<file path="config.mk">
export PLATFORM = sky130hd
export DESIGN_NAME = peripherals_top
export DESIGN_NICKNAME = d
export VERILOG_FILES = /design/src/periph_pkg.sv /design/src/io_decode.sv /design/src/ems_mapper.sv /design/src/io_latch_regs.sv /design/src/read_data_mux.sv /design/src/peripherals_top.sv
export SDC_FILE = /design/constraint.sdc
export NUM_CORES = 1
export LEC_CHECK = 0
export BUFFER_PORTS_ARGS = -buffer_cell sky130_fd_sc_hd__buf_2
export CAP_MARGIN = 20
export CORE_MARGIN = 1
export CORE_UTILIZATION = 45
export CTS_CLUSTER_SIZE = 8
export DETAILED_ROUTE_END_ITERATION = 16
export PLACE_DENSITY = 0.73
export SETUP_SLACK_MARGIN = 0.3
export SLEW_MARGIN = 20
export SYNTH_ARGS = -nofsm -noshare
export SYNTH_HDL_FRONTEND = slang
export SYNTH_SLANG_ARGS = --single-unit
</file>
<file path="constraint.sdc">
create_clock -name clock -period 1.6 [get_ports clock]
set_input_delay 0.16 -clock clock [delete_from_list [all_inputs] [get_ports clock]]
set_output_delay 0.16 -clock clock [all_outputs]
set_load 0.03 [all_outputs]
</file>
<file path="src/periph_pkg.sv">
// XT peripheral glue logic shared definitions
// Bus widths, port map constants and the EMS command byte layout
`default_nettype none

package periph_pkg;

    typedef logic [7:0]  data_t;
    typedef logic [15:0] io_addr_t;
    typedef logic [19:0] mem_addr_t;
    typedef logic [6:0]  ems_page_t;
    typedef logic [1:0]  ems_slot_t;

    // Byte written to an EMS page port
    // FFh disables the slot, keep clear maps a new page
    typedef union packed {
        data_t raw;
        struct packed {
            logic      keep;
            ems_page_t page;
        } fields;
    } ems_cmd_u;

    localparam data_t ems_disable_code = 8'hFF;

    localparam int ems_slots = 4;

    // NMI mask register answers A0h-A7h
    localparam io_addr_t nmi_port_base = 16'h00A0;

    localparam data_t lpt_reset_value = 8'hFF;
    localparam data_t nmi_reset_value = 8'hFF;

endpackage

`default_nettype wire

</file>
<file path="src/io_decode.sv">
// I/O address decoder for the XT peripheral board
// Produces device selects and the two DMA chip selects
`default_nettype none

module io_decode
    import periph_pkg::*;
#(
    parameter io_addr_t ems_port_base = 16'h0260,
    parameter io_addr_t lpt_port      = 16'h0378
) (
    input  wire mem_addr_t address_i,
    input  wire            io_read_n_i,
    input  wire            io_write_n_i,
    input  wire            address_enable_n_i,
    input  wire            ems_enabled_i,
    input  wire            tandy_video_i,
    output logic           ems_sel_o,
    output logic           lpt_sel_o,
    output logic           nmi_sel_o,
    output logic           dma_chip_select_n_o,
    output logic           dma_page_chip_select_n_o
);

    io_addr_t   port;
    io_addr_t   ems_offset;
    logic       iorq;
    logic       bus_cycle;
    logic [7:0] low_block;

    assign port       = address_i[15:0];
    assign ems_offset = port - ems_port_base;
    assign iorq       = ~io_read_n_i | ~io_write_n_i;
    assign bus_cycle  = iorq & ~address_enable_n_i;

    // Ports 000h-0FFh split into 32-byte blocks
    always_comb begin
        low_block = 8'h00;
        if (bus_cycle && port[9:8] == 2'b00) begin
            low_block[port[7:5]] = 1'b1;
        end
    end

    // DMA controller at 000h, page registers at 080h
    assign dma_chip_select_n_o      = ~low_block[0];
    assign dma_page_chip_select_n_o = ~low_block[4];

    // Four EMS page ports from the jumpered base
    assign ems_sel_o = bus_cycle & ems_enabled_i & (ems_offset < 16'd4);

    assign lpt_sel_o = bus_cycle & (port == lpt_port);

    // NMI mask only exists on Tandy configurations
    assign nmi_sel_o = bus_cycle & tandy_video_i & (port[15:3] == nmi_port_base[15:3]);

    // Overlapping jumper settings would drive two devices at once
    always_comb begin
        assert ($onehot0({ems_sel_o, lpt_sel_o, nmi_sel_o}))
            else $error("io_decode: more than one device select active");
    end

endmodule

`default_nettype wire

</file>
<file path="src/ems_mapper.sv">
// EMS page mapper
// Four page registers with enables, written through a one-stage pipeline,
// with readback and memory window hit decoding
`default_nettype none

module ems_mapper
    import periph_pkg::*;
(
    input  wire                  clock,
    input  wire                  reset,
    input  wire mem_addr_t       address_i,
    input  wire data_t           data_i,
    input  wire                  io_write_n_i,
    input  wire                  io_read_n_i,
    input  wire                  ems_sel_i,
    input  wire [1:0]            ems_address_i,
    output data_t                ems_read_value_o,
    output logic [ems_slots-1:0] ems_hit_o
);

    localparam ems_page_t disabled_page = 7'h7F;

    ems_page_t            page_q [ems_slots];
    logic [ems_slots-1:0] enable_q;

    ems_cmd_u  cmd;
    ems_slot_t slot;
    ems_page_t next_page;
    logic      next_enable;
    logic      iorq;
    logic      [3:0] window_base;

    logic      wr_q;
    ems_slot_t wr_slot_q;
    ems_page_t wr_page_q;
    logic      wr_enable_q;

    assign slot = address_i[1:0];
    assign cmd  = ems_cmd_u'(data_i);
    assign iorq = ~io_read_n_i | ~io_write_n_i;

    // Resolve the new slot contents before the pipeline stage
    always_comb begin
        if (cmd.raw == ems_disable_code) begin
            next_page   = disabled_page;
            next_enable = 1'b0;
        end else if (!cmd.fields.keep) begin
            next_page   = cmd.fields.page;
            next_enable = 1'b1;
        end else begin
            next_page   = page_q[slot];
            next_enable = enable_q[slot];
        end
    end

    always_ff @(posedge clock or posedge reset) begin
        if (reset) begin
            wr_q <= 1'b0;
        end else begin
            wr_q <= ems_sel_i & ~io_write_n_i;
        end
    end

    always_ff @(posedge clock) begin
        wr_slot_q   <= slot;
        wr_page_q   <= next_page;
        wr_enable_q <= next_enable;
    end

    always_ff @(posedge clock or posedge reset) begin
        if (reset) begin
            page_q   <= '{default: '0};
            enable_q <= '0;
        end else if (wr_q) begin
            page_q[wr_slot_q]   <= wr_page_q;
            enable_q[wr_slot_q] <= wr_enable_q;
        end
    end

    // Disabled slots read back as FFh
    assign ems_read_value_o = enable_q[slot] ? {1'b0, page_q[slot]} : 8'hFF;

    // Window at A0000h, C0000h or D0000h, 16 KB per slot
    always_comb begin
        case (ems_address_i)
            2'd0:    window_base = 4'hA;
            2'd1:    window_base = 4'hC;
            default: window_base = 4'hD;
        endcase
    end

    always_comb begin
        for (int k = 0; k < ems_slots; k++) begin
            ems_hit_o[k] = ~iorq & enable_q[k]
                & (address_i[19:14] == {window_base, ems_slot_t'(k)});
        end
    end

    assert property (@(posedge clock) disable iff (reset) $onehot0(ems_hit_o))
        else $error("ems_mapper: more than one EMS window hit");

    assert property (@(posedge clock) disable iff (reset)
        wr_q |-> (int'(wr_slot_q) < ems_slots))
        else $error("ems_mapper: pipeline write to slot out of range");

endmodule

`default_nettype wire

</file>
<file path="src/io_latch_regs.sv">
// Latched I/O registers
// Parallel-port data latch and Tandy NMI mask register
`default_nettype none

module io_latch_regs
    import periph_pkg::*;
(
    input  wire        clock,
    input  wire        reset,
    input  wire data_t data_i,
    input  wire        io_write_n_i,
    input  wire        lpt_sel_i,
    input  wire        nmi_sel_i,
    output data_t      lpt_value_o,
    output data_t      nmi_value_o
);

    logic lpt_write;
    logic nmi_write;

    assign lpt_write = lpt_sel_i & ~io_write_n_i;
    assign nmi_write = nmi_sel_i & ~io_write_n_i;

    // Both registers come up all ones
    always_ff @(posedge clock or posedge reset) begin
        if (reset) begin
            lpt_value_o <= lpt_reset_value;
            nmi_value_o <= nmi_reset_value;
        end else begin
            if (lpt_write) begin
                lpt_value_o <= data_i;
            end
            if (nmi_write) begin
                nmi_value_o <= data_i;
            end
        end
    end

    // Decoder must never select both latches in one cycle
    assert property (@(posedge clock) disable iff (reset) !(lpt_write && nmi_write))
        else $error("io_latch_regs: LPT and NMI written on the same edge");

endmodule

`default_nettype wire

</file>
<file path="src/read_data_mux.sv">
// Registered read-data multiplexer
// Picks EMS, LPT or NMI data for an I/O read, one cycle after sampling
`default_nettype none

module read_data_mux
    import periph_pkg::*;
(
    input  wire        clock,
    input  wire        reset,
    input  wire        io_read_n_i,
    input  wire        ems_sel_i,
    input  wire        lpt_sel_i,
    input  wire        nmi_sel_i,
    input  wire data_t ems_value_i,
    input  wire data_t lpt_value_i,
    input  wire data_t nmi_value_i,
    output data_t      data_bus_out_o,
    output logic       data_bus_out_from_chipset_o
);

    logic reading;

    assign reading = ~io_read_n_i;

    // Priority EMS, then LPT, then NMI
    always_ff @(posedge clock or posedge reset) begin
        if (reset) begin
            data_bus_out_o              <= '0;
            data_bus_out_from_chipset_o <= 1'b0;
        end else if (reading && ems_sel_i) begin
            data_bus_out_o              <= ems_value_i;
            data_bus_out_from_chipset_o <= 1'b1;
        end else if (reading && lpt_sel_i) begin
            data_bus_out_o              <= lpt_value_i;
            data_bus_out_from_chipset_o <= 1'b1;
        end else if (reading && nmi_sel_i) begin
            data_bus_out_o              <= nmi_value_i;
            data_bus_out_from_chipset_o <= 1'b1;
        end else begin
            data_bus_out_o              <= '0;
            data_bus_out_from_chipset_o <= 1'b0;
        end
    end

    // Bus stays quiet while the board is not driving it
    assert property (@(posedge clock) disable iff (reset)
        !data_bus_out_from_chipset_o |-> (data_bus_out_o == '0))
        else $error("read_data_mux: data on bus without valid flag");

endmodule

`default_nettype wire

</file>
<file path="src/peripherals_top.sv">
// XT peripheral board glue logic top level
// Address decoder, EMS mapper, I/O latches and read-data mux
`default_nettype none

module peripherals_top
    import periph_pkg::*;
#(
    parameter io_addr_t ems_port_base = 16'h0260,
    parameter io_addr_t lpt_port      = 16'h0378
) (
    input  wire                  clock,
    input  wire                  reset,
    input  wire mem_addr_t       address_i,
    input  wire data_t           data_i,
    input  wire                  io_read_n_i,
    input  wire                  io_write_n_i,
    input  wire                  memory_read_n_i,
    input  wire                  address_enable_n_i,
    input  wire                  ems_enabled_i,
    input  wire [1:0]            ems_address_i,
    input  wire                  tandy_video_i,
    output logic                 dma_chip_select_n_o,
    output logic                 dma_page_chip_select_n_o,
    output logic [ems_slots-1:0] ems_hit_o,
    output data_t                data_bus_out_o,
    output logic                 data_bus_out_from_chipset_o
);

    // Memory read strobe is part of the board bus
    // EMS windows decode from address and iorq alone

    logic  ems_sel;
    logic  lpt_sel;
    logic  nmi_sel;
    data_t ems_read_value;
    data_t lpt_value;
    data_t nmi_value;

    io_decode #(
        .ems_port_base (ems_port_base),
        .lpt_port      (lpt_port)
    ) u_io_decode (
        .address_i                (address_i),
        .io_read_n_i              (io_read_n_i),
        .io_write_n_i             (io_write_n_i),
        .address_enable_n_i       (address_enable_n_i),
        .ems_enabled_i            (ems_enabled_i),
        .tandy_video_i            (tandy_video_i),
        .ems_sel_o                (ems_sel),
        .lpt_sel_o                (lpt_sel),
        .nmi_sel_o                (nmi_sel),
        .dma_chip_select_n_o      (dma_chip_select_n_o),
        .dma_page_chip_select_n_o (dma_page_chip_select_n_o)
    );

    ems_mapper u_ems_mapper (
        .clock            (clock),
        .reset            (reset),
        .address_i        (address_i),
        .data_i           (data_i),
        .io_write_n_i     (io_write_n_i),
        .io_read_n_i      (io_read_n_i),
        .ems_sel_i        (ems_sel),
        .ems_address_i    (ems_address_i),
        .ems_read_value_o (ems_read_value),
        .ems_hit_o        (ems_hit_o)
    );

    io_latch_regs u_io_latch_regs (
        .clock        (clock),
        .reset        (reset),
        .data_i       (data_i),
        .io_write_n_i (io_write_n_i),
        .lpt_sel_i    (lpt_sel),
        .nmi_sel_i    (nmi_sel),
        .lpt_value_o  (lpt_value),
        .nmi_value_o  (nmi_value)
    );

    read_data_mux u_read_data_mux (
        .clock                       (clock),
        .reset                       (reset),
        .io_read_n_i                 (io_read_n_i),
        .ems_sel_i                   (ems_sel),
        .lpt_sel_i                   (lpt_sel),
        .nmi_sel_i                   (nmi_sel),
        .ems_value_i                 (ems_read_value),
        .lpt_value_i                 (lpt_value),
        .nmi_value_i                 (nmi_value),
        .data_bus_out_o              (data_bus_out_o),
        .data_bus_out_from_chipset_o (data_bus_out_from_chipset_o)
    );

endmodule

`default_nettype wire

</file>
* Word-level counts from Yosys, hierarchy flattened
Cells that the tools add are included.
** Storage, ports and cells
- Register bits :: 68
- Bits in latches :: 0
- RAM bits :: 0
- Memory bits (read-only) :: 0
- Bits of input ports :: 38
- Memories :: 0
** Cells by class
- $add $sub $neg :: 1
- $mul :: 0
- Divide/modulo/power cells :: 0
- $lt $le $gt $ge :: 9
- Equal/unequal tests :: 8
- Shifts and indexed selects :: 0
- Mux-type cells :: 24
- Bitwise logic cells :: 26
- Reductions and logical operators :: 9
** Operator list (count)
- 8-bit two-way mux :: 4
- 28-bit bitwise mux :: 1
- 7-bit two-way mux :: 4
- 6-bit == test :: 4
- 1-bit AND :: 17
- 16-bit by 10-bit == test with 1-bit output (second input constant) :: 1
- 16-bit by 3-bit less-than comparator with 1-bit output (second input constant) :: 1
- 16-bit by 10-bit subtractor with 16-bit output (second input constant) :: 1
- 7-bit binary-select mux with 2-bit select :: 1
- 7-bit demux with 2-bit select :: 1
- 13-bit by 5-bit == test with 1-bit output (second input constant) :: 1
- 8-bit == test (second input constant) :: 1
- 1-bit logical AND :: 7
- 1-bit two-way mux :: 7
- 3-bit >= comparator (second input constant) :: 2
- 2-bit by 3-bit less-than comparator with 1-bit output (second input constant) :: 2
- 1-bit inverter :: 6
- 2-bit inverter with 3-bit output :: 2
- 3-bit case mux with 2 select lines :: 1
- 5-bit two-way mux :: 1
- 4-bit bitwise mux :: 1
- 2-bit zero test :: 2
- 3-bit by 4-bit less-than comparator with 1-bit output (second input constant) :: 1
- 1-bit demux with 3-bit select :: 1
- 7 further kinds :: 7

* Logic depth before layout (Yosys ltp)
Gate-level depths: netlist of the first run.
- Depth after elaboration :: 9
- Depth in mapped cells :: 7

* By module
From an unflattened synthesis of the first run, not the netlist that was laid out.
** Second synthesis, totals
- Cells, all modules :: 249
- Area total of the unflattened synthesis :: 3303.2 µm²
** By module, submodules not included
- ems_mapper :: instances 1, cells each 129, area an instance 1874.3 µm², seq. area each 1026.0 µm²
- io_latch_regs :: instances 1, cells each 37, area an instance 676.9 µm², seq. area each 420.4 µm²
- read_data_mux :: instances 1, cells each 49, area an instance 535.5 µm², seq. area each 225.2 µm²
- io_decode :: instances 1, cells each 34, area an instance 216.5 µm², seq. area each 0.0 µm²

* Worst setup path before layout of the first run
Ideal clock, no wire load.
- Path kind :: input to register
- Start :: in address_i[4]
- End :: reg u_read_data_mux.data_bus_out_o[1]
- Library setup time :: 0.125 ns
- Data arrival time :: 1.989 ns
- Data required time :: 1.475 ns
- Path slack :: -0.514 ns
- Stages :: 6
- Path buffers :: 1
- Cells stage by stage :: or4_4 nor4_2 nand4_1 or4_4 buf_6 mux2_4
** Between the ends
- Cells in the longest elaborated chain, start to end :: 6
- Elaborated cells between the ends (all ways) :: 13
** Ends and longest elaborated chain
- from (decl) :: line peripherals_top.sv:13 : input wire mem_addr_t address_i,
- parallel branches: the longest is 5 deep, another holds 16-bit by 10-bit subtractor with 16-bit output
- 8-bit two-way mux * :: line read_data_mux.sv:30 : end else if (reading && ems_sel_i) begin
- to (signal assigned) :: line read_data_mux.sv:31 : data_bus_out_o <= ems_value_i;
- to (signal assigned) :: line read_data_mux.sv:34 : data_bus_out_o <= lpt_value_i;
- to (signal assigned) :: line read_data_mux.sv:37 : data_bus_out_o <= nmi_value_i;
- to (decl) :: line read_data_mux.sv:17 : output data_t data_bus_out_o,
Mark *: on every way between the ends.
A chain may end at the register's enable or synchronous reset.

* Worst setup path in the final report of the first run
- Start :: in address_i[14]
- End :: reg u_read_data_mux.data_bus_out_o[3]
The elaborated chain is that of the path after synthesis.

==> summary.md, run 1 <==
| Metric | Value |
|---|---|
| Outcome | complete, but fails checks |
| Failing checks | setup timing |
| Leak pwr | 2.056 nW |
| Io pins | 53 |
| Req. time, crit path | 1.83 ns |
| Max cap viols | 0 |
| Final Max Slew Viols | 0 |
| Grt ovf | 0 |
| Most used DFF post-synth | dfrtp_1 |
| Min-delay src | address_i[0] |
| WS Path Type | in -> reg |
| Hold crit path type | in -> reg |
| Core ar. | 6869 um^2 |
| Clk_skew | 0.01007 ns |
| Worst reg2reg path startpoint | u_ems_mapper.page_q[1] |
| Crit-path max FO | 7 |
| Reg-to-reg endpoint | u_read_data_mux.data_bus_out_o[1] |
| FMAX | 0.5491 GHz |
| Syn Std Cell Area | 3248 um^2 |
| # diodes | 0 |
| Detail Placement HPWL | 5340 um |
| Final Hold Viols | 0 |
| Reg2Reg Depth | 3 |
| TritonCTS buffer count | 9 |
| Measured slew at the worst slew-check pin | 0.3000 ns |
| Worst EP arrival | 2.05 ns |
| Syn_area_per_cell | 13.20 um^2 |
| DIE AREA | 7562 um^2 |
| Clk_lat worst skew | 0.35 ns |
| Final setup margin | -0.2213 ns |
| Sequential fraction of the synthesis area | 51.46% |
| Starting density of the core | 47.29% |
| Global-route wire length before repair | 12,190 um |
| Syn_nets | 286 |
| Clk sink count | 68 |
| Largest net degree at the start of global routing | 59 |
| Critical Path Start Type | primary input |
| Vias/cell | 5.339 |
| Vias in the first global route | 2,451 |
| Via count | 2,344 |
| Post-Place Cell Area | 3921 um^2 |
| Final Cell Area | 4342 um^2 |
| Crit share post-route | 113.8% |
| Detailed Route WL | 7707 um |
| Antenna-violating nets left | 0 |
| GRT Total Usage | 21.69% |
| Kind of end point of the critical path | flip-flop |
| Min Tclk post-route | 1.821 ns |
| Mapped Cells | 246 |
| Nets@finish | 378 |
| CTS tree | built |
| Layout cell share with drive strength beyond 1 | 58.02% |
| Std-Cell Rows | 30 |
| #FFs+latches synth | 68 |
| Worst hold endpoint | u_ems_mapper.wr_slot_q[0] |
| Die width | 86.96 um |
| Yosys warns | 0 |
| Initial antenna violation count | 0 |
| Max clock buf depth | 2 |
| PD cells | 803.4 nW/um^2 |
| Maximum VDD drop | 0.5756 mV |
| Root buffer cell | clkbuf_8 |
| H-tree depth | 3 |
| Number of enable flip-flop cells after synthesis | 0 |
| Register-to-register setup slack | 0.15 ns |
| Post-Place Setup Slack | -0.6588 ns |
| Pre-antenna DRT Iters | 4 |
| Slew Limit Headroom | 79.72% |
| PortBufs | 51 |
| Final setup viols | 8 |
| Asr flop ratio synth | 85.29% |
| Synth unique cells | 41 |
| Drt drc | 0 |
| Clk slew on worst S/H paths | 0.07 ns |
| GP Congestion | 0.8325 |
| Synth-to-Final Area Change | 33.67% |
| RSZ-0062 raised after global routing | yes |
| Chip Height | 86.96 um |
| Routed len/inst | 17.56 um |
| 1st-iter DRT viols | 112 |
| Hold depth | 1 |
==> routing by layer <==
layer,share of wire (%),vias to the layer above,track usage [%]
li1,-,1106,-
met1,46,1185,27.70
met2,50,43,35.36
met3,3.2,10,6.256
met4,1.6,0,7.424
met5,0,-,0
==> power by group <==
part           total, mW  internal, mW  switching, mW
Clock               1.46         0.851          0.613
Combinational      0.278         0.130          0.148
Sequential          1.75          1.73         0.0150
Total               3.49          2.71          0.776
==> synthesized netlist by cell type, types with 5 or more instances <==
library cell | count | area [um^2]
nand4_1 | 5 | 31.28
dfstp_2 | 16 | 420.4
nor2_1 | 8 | 30.03
o22ai_1 | 6 | 37.54
nand2_1 | 12 | 45.04
mux2_4 | 6 | 90.09
nand2b_1 | 8 | 50.05
dfxtp_1 | 10 | 200.2
clkbuf_1 | 6 | 22.52
dfrtp_1 | 42 | 1051
mux2_2 | 48 | 540.5
mux4_2 | 8 | 180.2
mux2i_1 | 9 | 90.09
nand3b_1 | 14 | 105.1
==> sequential cells by signal (all words and copies together) (netlist names) <==
register / flops
u_read_data_mux.data_bus_out_o: 8
u_io_latch_regs.lpt_value_o: 8
u_ems_mapper.enable_q: 4
u_ems_mapper.wr_slot_q: 2
u_io_latch_regs.nmi_value_o: 8
u_ems_mapper.page_q: 28
u_ems_mapper.wr_enable_q: 1
u_read_data_mux.data_bus_out_from_chipset_o: 1
u_ems_mapper.wr_q: 1
u_ems_mapper.wr_page_q: 7
==> worst max-delay path, cell delays in order <==
cell and delay [ns]:
buf_6 0.09, or4_4 0.55, nor4_4 0.14, nand4_1 0.15
or4_4 0.63, mux2_4 0.33
==> per-stage QoR <==
step	power [mW]	setup TNS [ns]	cells	hold WS, ns	util (%)
finish	3.488	-1.659	439	0.09399	63.21
global route	3.606	-2.111	439	0.09519	63.21
CTS	3.489	-1.746	438	0.08063	61.53
detailed placement	2.017	-8.872	419	0.2601	57.09
global placement	2.011	-8.836	419	0.2561	57.09
floorplan	1.872	-6.566	246	0.1877	-
==> placed cells by master, fill, tap and decap left out, types with 10 or more instances in the layout <==
cell / n
dfrtp_1: 42
buf_2: 41
buf_4: 33
mux2_2: 32
mux2_4: 22
dfstp_2: 16
nand3b_1: 14
clkbuf_8: 12
nand2_1: 11
dfxtp_1: 10
==> worst max path at each step <==
| stage | start | endpoint | slack, ns | depth (start not counted) |
|---|---|---|---|---|
| 6_report | address_i[14] | u_read_data_mux.data_bus_out_o[3] | -0.22 | 6 |
| 5_1_grt | address_i[14] | u_read_data_mux.data_bus_out_o[3] | -0.27 | 6 |
| 4_1_cts | address_i[14] | u_read_data_mux.data_bus_out_o[3] | -0.23 | 6 |
| 3_5_place_dp | address_i[4] | u_read_data_mux.data_bus_out_o[6] | -0.66 | 6 |
| 3_3_place_gp | address_i[4] | u_read_data_mux.data_bus_out_o[6] | -0.63 | 6 |
| 2_1_floorplan | address_i[4] | u_read_data_mux.data_bus_out_o[1] | -0.51 | 6 |
==> cell families after synthesis <==
kind of cell | after synthesis | synth area share (%)
and+or+nand+nor | 77 | 15.18
muxes | 71 | 27.74
DFF | 68 | 51.46
AOI/OAI and AO/OA | 16 | 3.082
buffers and inverters | 11 | 1.502
adders and majority gates | 2 | 0.7703
xor gates and xnor gates | 1 | 0.2697
==> final cells by class <==
class	count	area, um^2
timing repair buffer	88	639.4
clock inverter	1	30.03
inverter	4	18.77
tap	96	120.1
fill	517	2527
multi-input combinational	167	1685
clock buffer	15	176.4
sequential	68	1672
==> repair_timing <==
| item | CTS | global route |
|---|---|---|
| hold buffers | 1 | 0 |
| resized for setup | 19 | 29 |
| setup buffers | 2 | 1 |
| endpoints found under the setup margin | 32 | 37 |
| endpoints found under the hold margin | 42 | 0 |
| pin swaps | 8 | 15 |
Note: power is estimated with default switching activity, not from simulation.
==> run 2, diff against run 1 <==
--- a/config.mk
+++ b/config.mk
@@ -5,6 +5,7 @@
 export SDC_FILE = /design/constraint.sdc
 export NUM_CORES = 1
 export LEC_CHECK = 0
+export ABC_AREA = 1
 export BUFFER_PORTS_ARGS = -buffer_cell sky130_fd_sc_hd__buf_2
 export CAP_MARGIN = 20
 export CORE_MARGIN = 1
==> run 2 against run 1 <==
Against the previous run: the run now ends clean; via count grew 29%; global-route usage down 0.084 points; die area rose by 4.8%; clock-buffer cell count down 2; sequential cell count unchanged; total power is 0.85% higher; largest cell class is now flip-flops and latches.
==> summary.md, run 2 <==
| Metric | Value |
|---|---|
| Final Hold Viols | 0 |
| Sequential fraction of the synthesis area | 49.06% |
| WS Path Type | reg -> out |
| Antenna-violating nets left | 0 |
| FMAX | 0.7864 GHz |
| Global-route wire length before repair | 12,780 um |
| Detail Placement HPWL | 5520 um |
| Crit share post-route | 79.47% |
| Largest net degree at the start of global routing | 25 |
| Syn_nets | 461 |
| Most frequent cells in the layout | nand2_1, nor2_1, o21ai_0 |
| GP Congestion | 0.8940 |
| Top cell type's share of synthesized area | 30.85% |
| 1st-iter DRT viols | 234 |
| Detailed Route WL | 7887 um |
| DIE AREA | 7923 um^2 |
| Hold crit path type | in -> reg |
| Commonest cells in the netlist | nand2_1, nor2_1, o21ai_0 |
| GRT Total Usage | 21.60% |
| Core ar. | 7292 um^2 |
| Most common cell after layout, fill and taps aside | nand2_1 |
| Yosys warns | 0 |
| Req. time, crit path | 1.44 ns |
| Setup_tns | 0 ns |
| Syn Std Cell Area | 3407 um^2 |
| Max clock buf depth | 2 |
| Layout cell share with drive strength beyond 1 | 31.12% |
| Max cap viols | 0 |
| Final Max Slew Viols | 0 |
| CTS tree | built |
| Drt drc | 0 |
| Grt ovf | 0 |
| Pre-antenna DRT Iters | 5 |
| Worst EP arrival | 1.11 ns |
| Via count | 3,016 |
| Chip Height | 89.01 um |
| Final Core Density | 57.64% |
| Vias/cell | 5.052 |
| Outcome | finished clean |
| Max reg flops | 28 |
| PD cells | 837.0 nW/um^2 |
| Critical Path Start Type | flip-flop |
| Starting density of the core | 46.72% |
| Top cells by area, synth | dfrtp_1, dfstp_2, nand2_1 |
| Synth-to-Final Area Change | 23.36% |
| Nets@finish | 533 |
| RSZ-0062 raised after global routing | yes |
| Io pins | 53 |
| Number of enable flip-flop cells after synthesis | 0 |
| #FFs+latches synth | 68 |
| Kind of end point of the critical path | output port |
| Synth unique cells | 33 |
| Slew Limit Headroom | 67.01% |
| Asr flop ratio synth | 85.29% |
| Reg-to-reg endpoint | u_read_data_mux.data_bus_out_o[2] |
| H-tree depth | 3 |
| Most used DFF post-synth | dfrtp_1 |
| PortBufs | 51 |
| Root buffer cell | clkbuf_8 |
| Maximum VDD drop | 0.6973 mV |
| Clk slew on worst S/H paths | 0.07 ns |
| Reg2Reg Depth | 7 |
| Measured slew at the worst slew-check pin | 0.4938 ns |
| Worst reg2reg path startpoint | u_ems_mapper.enable_q[1] |
| Register-to-register setup slack | 0.36 ns |
| Initial antenna violation count | 0 |
| Final cell count without fillers | 597 |
| Layout filler cell count | 714 |
| Worst setup path end | ems_hit_o[0] |
| Cell accounting for the most synthesized area | dfrtp_1 |
| Clk sink count | 68 |
| Crit-path max FO | 3 |
| TritonCTS buffer count | 9 |
| Vias in the first global route | 2,752 |
| Min Tclk post-route | 1.272 ns |
| Post-Place Setup Slack | -0.04976 ns |
| Clk_skew | 0.007294 ns |
| Final setup margin | 0.3284 ns |
| Most flops, register | u_ems_mapper.page_q |
| Worst Setup SP | u_ems_mapper.enable_q[0] |
| Clk_lat worst skew | 0.34 ns |
| Routed len/inst | 13.21 um |
| Final setup viols | 0 |
| Count leader, synth | nand2_1 |
| Mapped Cells | 421 |
| Die width | 89.01 um |
| Leak pwr | 2.028 nW |
| DP Cell Count | 573 |
| Total power | 3.518 mW |
| Std-Cell Rows | 31 |
| # diodes | 0 |
| Syn_area_per_cell | 8.093 um^2 |
-- run 2: cell types whose count changed in the layout (fill, tap and decap cells not counted), moves of 22 or more --
cell	previous run	this run
o21ai_0	0	47
nand2_1	11	96
mux2_2	32	0
inv_1	2	43
nor2_1	5	57
mux2_4	22	0
-- run 2: where the power goes --
group          internal, mW  switching [mW]
Combinational         0.118           0.220
Sequential             1.74         0.00665
Clock                 0.806           0.630
Total                  2.66           0.857
-- run 2: critical path, cell delays in order (launching register included) --
cell	delay [ns]
dfrtp_1	0.39
nand3_1	0.10
nor2_1	0.11
buf_4	0.17
-- run 2: layer usage --
metal / global-route usage [%] / vias up / routed length, um
li1: - / 1495 / -
met1: 28.82 / 1392 / 3572
met2: 34.76 / 117 / 3659
met3: 5.540 / 12 / 542
met4: 6.926 / 0 / 112
met5: 0 / - / 0
-- run 2: kinds of logic after synthesis --
kind of cell / count (synthesis) / synth area share, %
DFF: 68 / 49.06
buffers and inverters: 64 / 8.116
adders and majority gates: 2 / 0.7344
and+or+nand+nor: 206 / 27.51
AOI/OAI and AO/OA: 81 / 14.58
-- run 2: final cells by class --
cell class	instances	area, um^2	area share, %
Multi-Input combinational cell	289	1540	36.65
Clock buffer	13	158.9	3.781
Sequential cell	68	1672	39.77
Clock inverter	3	45.04	1.072
Tap cell	99	123.9	2.947
Inverter	52	202.7	4.823
Timing Repair Buffer	73	460.4	10.96
-- run 2: per-stage QoR --
step | hold slack [ns] | instance area, um^2
final | 0.07666 | 4203
after global routing | 0.05670 | 4203
after CTS | 0.05902 | 4093
after detailed placement | 0.2213 | 3840
after global placement | 0.2179 | 3840
after floorplan | 0.1877 | 3421
-- run 2: worst min-delay path by stage --
stage	startpoint	end	slack, ns	depth (start not counted)
floorplan	address_i[0]	u_ems_mapper.wr_slot_q[0]	0.19	0
global placement	reset	u_ems_mapper.page_q[7]	0.22	2
detailed placement	reset	u_ems_mapper.page_q[7]	0.22	2
CTS	address_i[1]	u_ems_mapper.wr_slot_q[1]	0.06	1
global route	address_i[1]	u_ems_mapper.wr_slot_q[1]	0.06	1
finish	address_i[1]	u_ems_mapper.wr_slot_q[1]	0.08	1
-- run 2: what timing repair did --
action,CTS,global route
setup endpoints to repair,11,14
endpoints found under the hold margin,16,0
gates resized for setup,5,22
setup buffers,1,5
hold buffers,2,0
pin swaps,2,9
==> run 3, diff against run 2 <==
--- a/config.mk
+++ b/config.mk
@@ -5,14 +5,14 @@
 export SDC_FILE = /design/constraint.sdc
 export NUM_CORES = 1
 export LEC_CHECK = 0
-export ABC_AREA = 1
+export ABC_AREA = 0
 export BUFFER_PORTS_ARGS = -buffer_cell sky130_fd_sc_hd__buf_2
 export CAP_MARGIN = 20
 export CORE_MARGIN = 1
 export CORE_UTILIZATION = 45
 export CTS_CLUSTER_SIZE = 8
 export DETAILED_ROUTE_END_ITERATION = 16
-export PLACE_DENSITY = 0.73
+export PLACE_DENSITY = 0.71
 export SETUP_SLACK_MARGIN = 0.3
 export SLEW_MARGIN = 20
 export SYNTH_ARGS = -nofsm -noshare
==> constraint.sdc (replaced) <==
create_clock -name clock -period 1.2 [get_ports clock]
set_input_delay 0.12 -clock clock [delete_from_list [all_inputs] [get_ports clock]]
set_output_delay 0.12 -clock clock [all_outputs]
set_load 0.03 [all_outputs]
==> run 3 against run 2 <==
Against the previous run: the flow now finishes with violations (setup timing); register-to-register slack worse by 0.62 ns; clock skew is 0.0065 ns higher; total power is 25% higher; largest cell class is now multi-input combinational cells; worst hold slack worse by 0.040 ns; wire length is 10% higher.
==> summary.md, run 3 (synthesis results as in run 1) <==
| Metric | Value |
|---|---|
| Clk_skew | 0.01379 ns |
| DIE AREA | 7562 um^2 |
| Cell family with most CP delay | simple AND/OR/NAND/NOR gates |
| Initial antenna violation count | 0 |
| Reg-to-reg endpoint | u_read_data_mux.data_bus_out_o[4] |
| Worst path slowest cell | or4_4 |
| Setup_tns | -9.471 ns |
| CP peak stage delay | 0.63 ns |
| Critical Path Start Type | primary input |
| CTS tree | built |
| H-tree depth | 3 |
| Final Core Density | 70.31% |
| GRT Total Usage | 24.50% |
| Maximum VDD drop | 0.7988 mV |
| Final Hold Viols | 0 |
| Largest net degree at the start of global routing | 59 |
| CP bufs+invs | 1 |
| Most frequent cells in the layout | mux2_4, buf_4, dfrtp_1 |
| Vias in the first global route | 2,634 |
| Most common cell after layout, fill and taps aside | mux2_4 |
| Worst EP arrival | 2.08 ns |
| Pre-antenna DRT Iters | 4 |
| Worst reg2reg path startpoint | u_ems_mapper.page_q[4] |
| Reg2Reg Depth | 3 |
| Leak pwr | 2.295 nW |
| Req. time, crit path | 1.42 ns |
| Root buffer cell | clkbuf_8 |
| Hold crit path type | in -> reg |
| Register-to-register setup slack | -0.26 ns |
| Worst Setup SP | address_i[14] |
| Crit share post-route | 155.0% |
| WS Path Type | in -> reg |
| Final Max Slew Viols | 0 |
| Nets@finish | 406 |
| Crit path cell chain | buf_6 -> or4_4 -> nor4_2 -> nand4_1 -> or4_4 -> mux2_4 |
| Std-Cell Rows | 30 |
| Antenna-violating nets left | 0 |
| Clk_lat worst skew | 0.35 ns |
| Outcome | complete, but fails checks |
| Core ar. | 6869 um^2 |
| Routed len/inst | 18.62 um |
| Layout cell share with drive strength beyond 1 | 64.69% |
| Vias/cell | 5.418 |
| Synth-to-Final Area Change | 48.69% |
| TritonCTS buffer count | 9 |
| Max reg flops | 28 |
| PD cells | 910.8 nW/um^2 |
| Crit-path max FO | 7 |
| Max cap viols | 0 |
| Grt ovf | 0 |
| Most flops, register | u_ems_mapper.page_q |
| Failing checks | setup timing |
| Kind of end point of the critical path | flip-flop |
| Min Tclk post-route | 1.860 ns |
| Final setup margin | -0.6600 ns |
| Detailed Route WL | 8694 um |
| GP Congestion | 0.8250 |
| Starting density of the core | 47.29% |
| Io pins | 53 |
| PortBufs | 51 |
| Clk slew on worst S/H paths | 0.07 ns |
| Crit path top cell by count | or4_4 |
| 1st-iter DRT viols | 85 |
| RSZ-0062 raised after global routing | yes |
| Die width | 86.96 um |
| Critical Path Stages | 6 |
| Chip Height | 86.96 um |
| Measured slew at the worst slew-check pin | 0.3340 ns |
| Clk sink count | 68 |
| Global-route wire length before repair | 13,740 um |
| Detail Placement HPWL | 5419 um |
| Total power | 4.399 mW |
| Worst setup path end | u_read_data_mux.data_bus_out_o[1] |
| Slew Limit Headroom | 77.42% |
| Max clock buf depth | 2 |
| # diodes | 0 |
| Via count | 2,530 |
| FMAX | 0.5376 GHz |
| Drt drc | 0 |
| Final setup viols | 44 |
-- run 3: cell types whose count changed in the layout (fill, tap and decap cells not counted), sizes merged, moves of 44 or more --
cell | previous run | this run
buf | 71 | 115
inv | 50 | 4
mux2 | 0 | 54
nand2 | 101 | 12
nor2 | 66 | 9
o21ai | 65 | 1
-- run 3: final cells by class --
class / count / area (um^2)
Inverter: 4 / 18.77
Tap cell: 96 / 120.1
Fill cell: 468 / 2039
Multi-Input combinational cell: 167 / 1843
Clock buffer: 9 / 123.9
Timing Repair Buffer: 116 / 994.7
Sequential cell: 68 / 1678
Clock inverter: 7 / 51.30
-- run 3: per-layer routing --
layer | wire length [um] | GRT usage, %
met2 | 4379 | 41.37
met4 | 218 | 9.091
met5 | 0 | 0
met3 | 325 | 6.445
met1 | 3771 | 30.17
-- run 3: what timing repair did --
action | 4_1_cts | 5_1_grt
endpoints found under the hold margin | 42 | 0
setup endpoints to repair | 81 | 81
pin swaps | 15 | 11
setup buffers | 13 | 9
hold buffers | 1 | 0
resized for setup | 78 | 17
-- run 3: worst min-delay path by stage --
stage / startpoint / end / slack [ns] / cells past startpoint
floorplan: address_i[0] / u_ems_mapper.wr_slot_q[0] / 0.15 / 0
global placement: reset / u_ems_mapper.page_q[0] / 0.22 / 3
detailed placement: reset / u_ems_mapper.page_q[0] / 0.22 / 3
CTS: address_i[0] / u_ems_mapper.wr_slot_q[0] / 0.03 / 1
global route: address_i[0] / u_ems_mapper.wr_slot_q[0] / 0.04 / 1
finish: address_i[0] / u_ems_mapper.wr_slot_q[0] / 0.04 / 1
-- run 3: report_power, final --
part / switching [mW] / leakage [nW] / total (mW) / internal [mW]
Combinational: 0.215 / 1.39 / 0.423 / 0.207
Sequential: 0.0245 / 0.834 / 2.33 / 2.31
Clock: 0.896 / 0.0739 / 1.64 / 0.749
-- run 3: metrics by stage --
| step | instance area (um^2) | std cells | hold WS, ns | worst slack (ns) |
|---|---|---|---|---|
| after floorplan | 3437 | 246 | 0.1477 | -0.8658 |
| after global routing | 4830 | 467 | 0.03701 | -0.7070 |
| after CTS | 4690 | 458 | 0.02721 | -0.5969 |
| after detailed placement | 4114 | 428 | 0.2203 | -1.006 |
| after global placement | 4114 | 428 | 0.2173 | -0.9802 |
| final | 4830 | 467 | 0.03648 | -0.6600 |
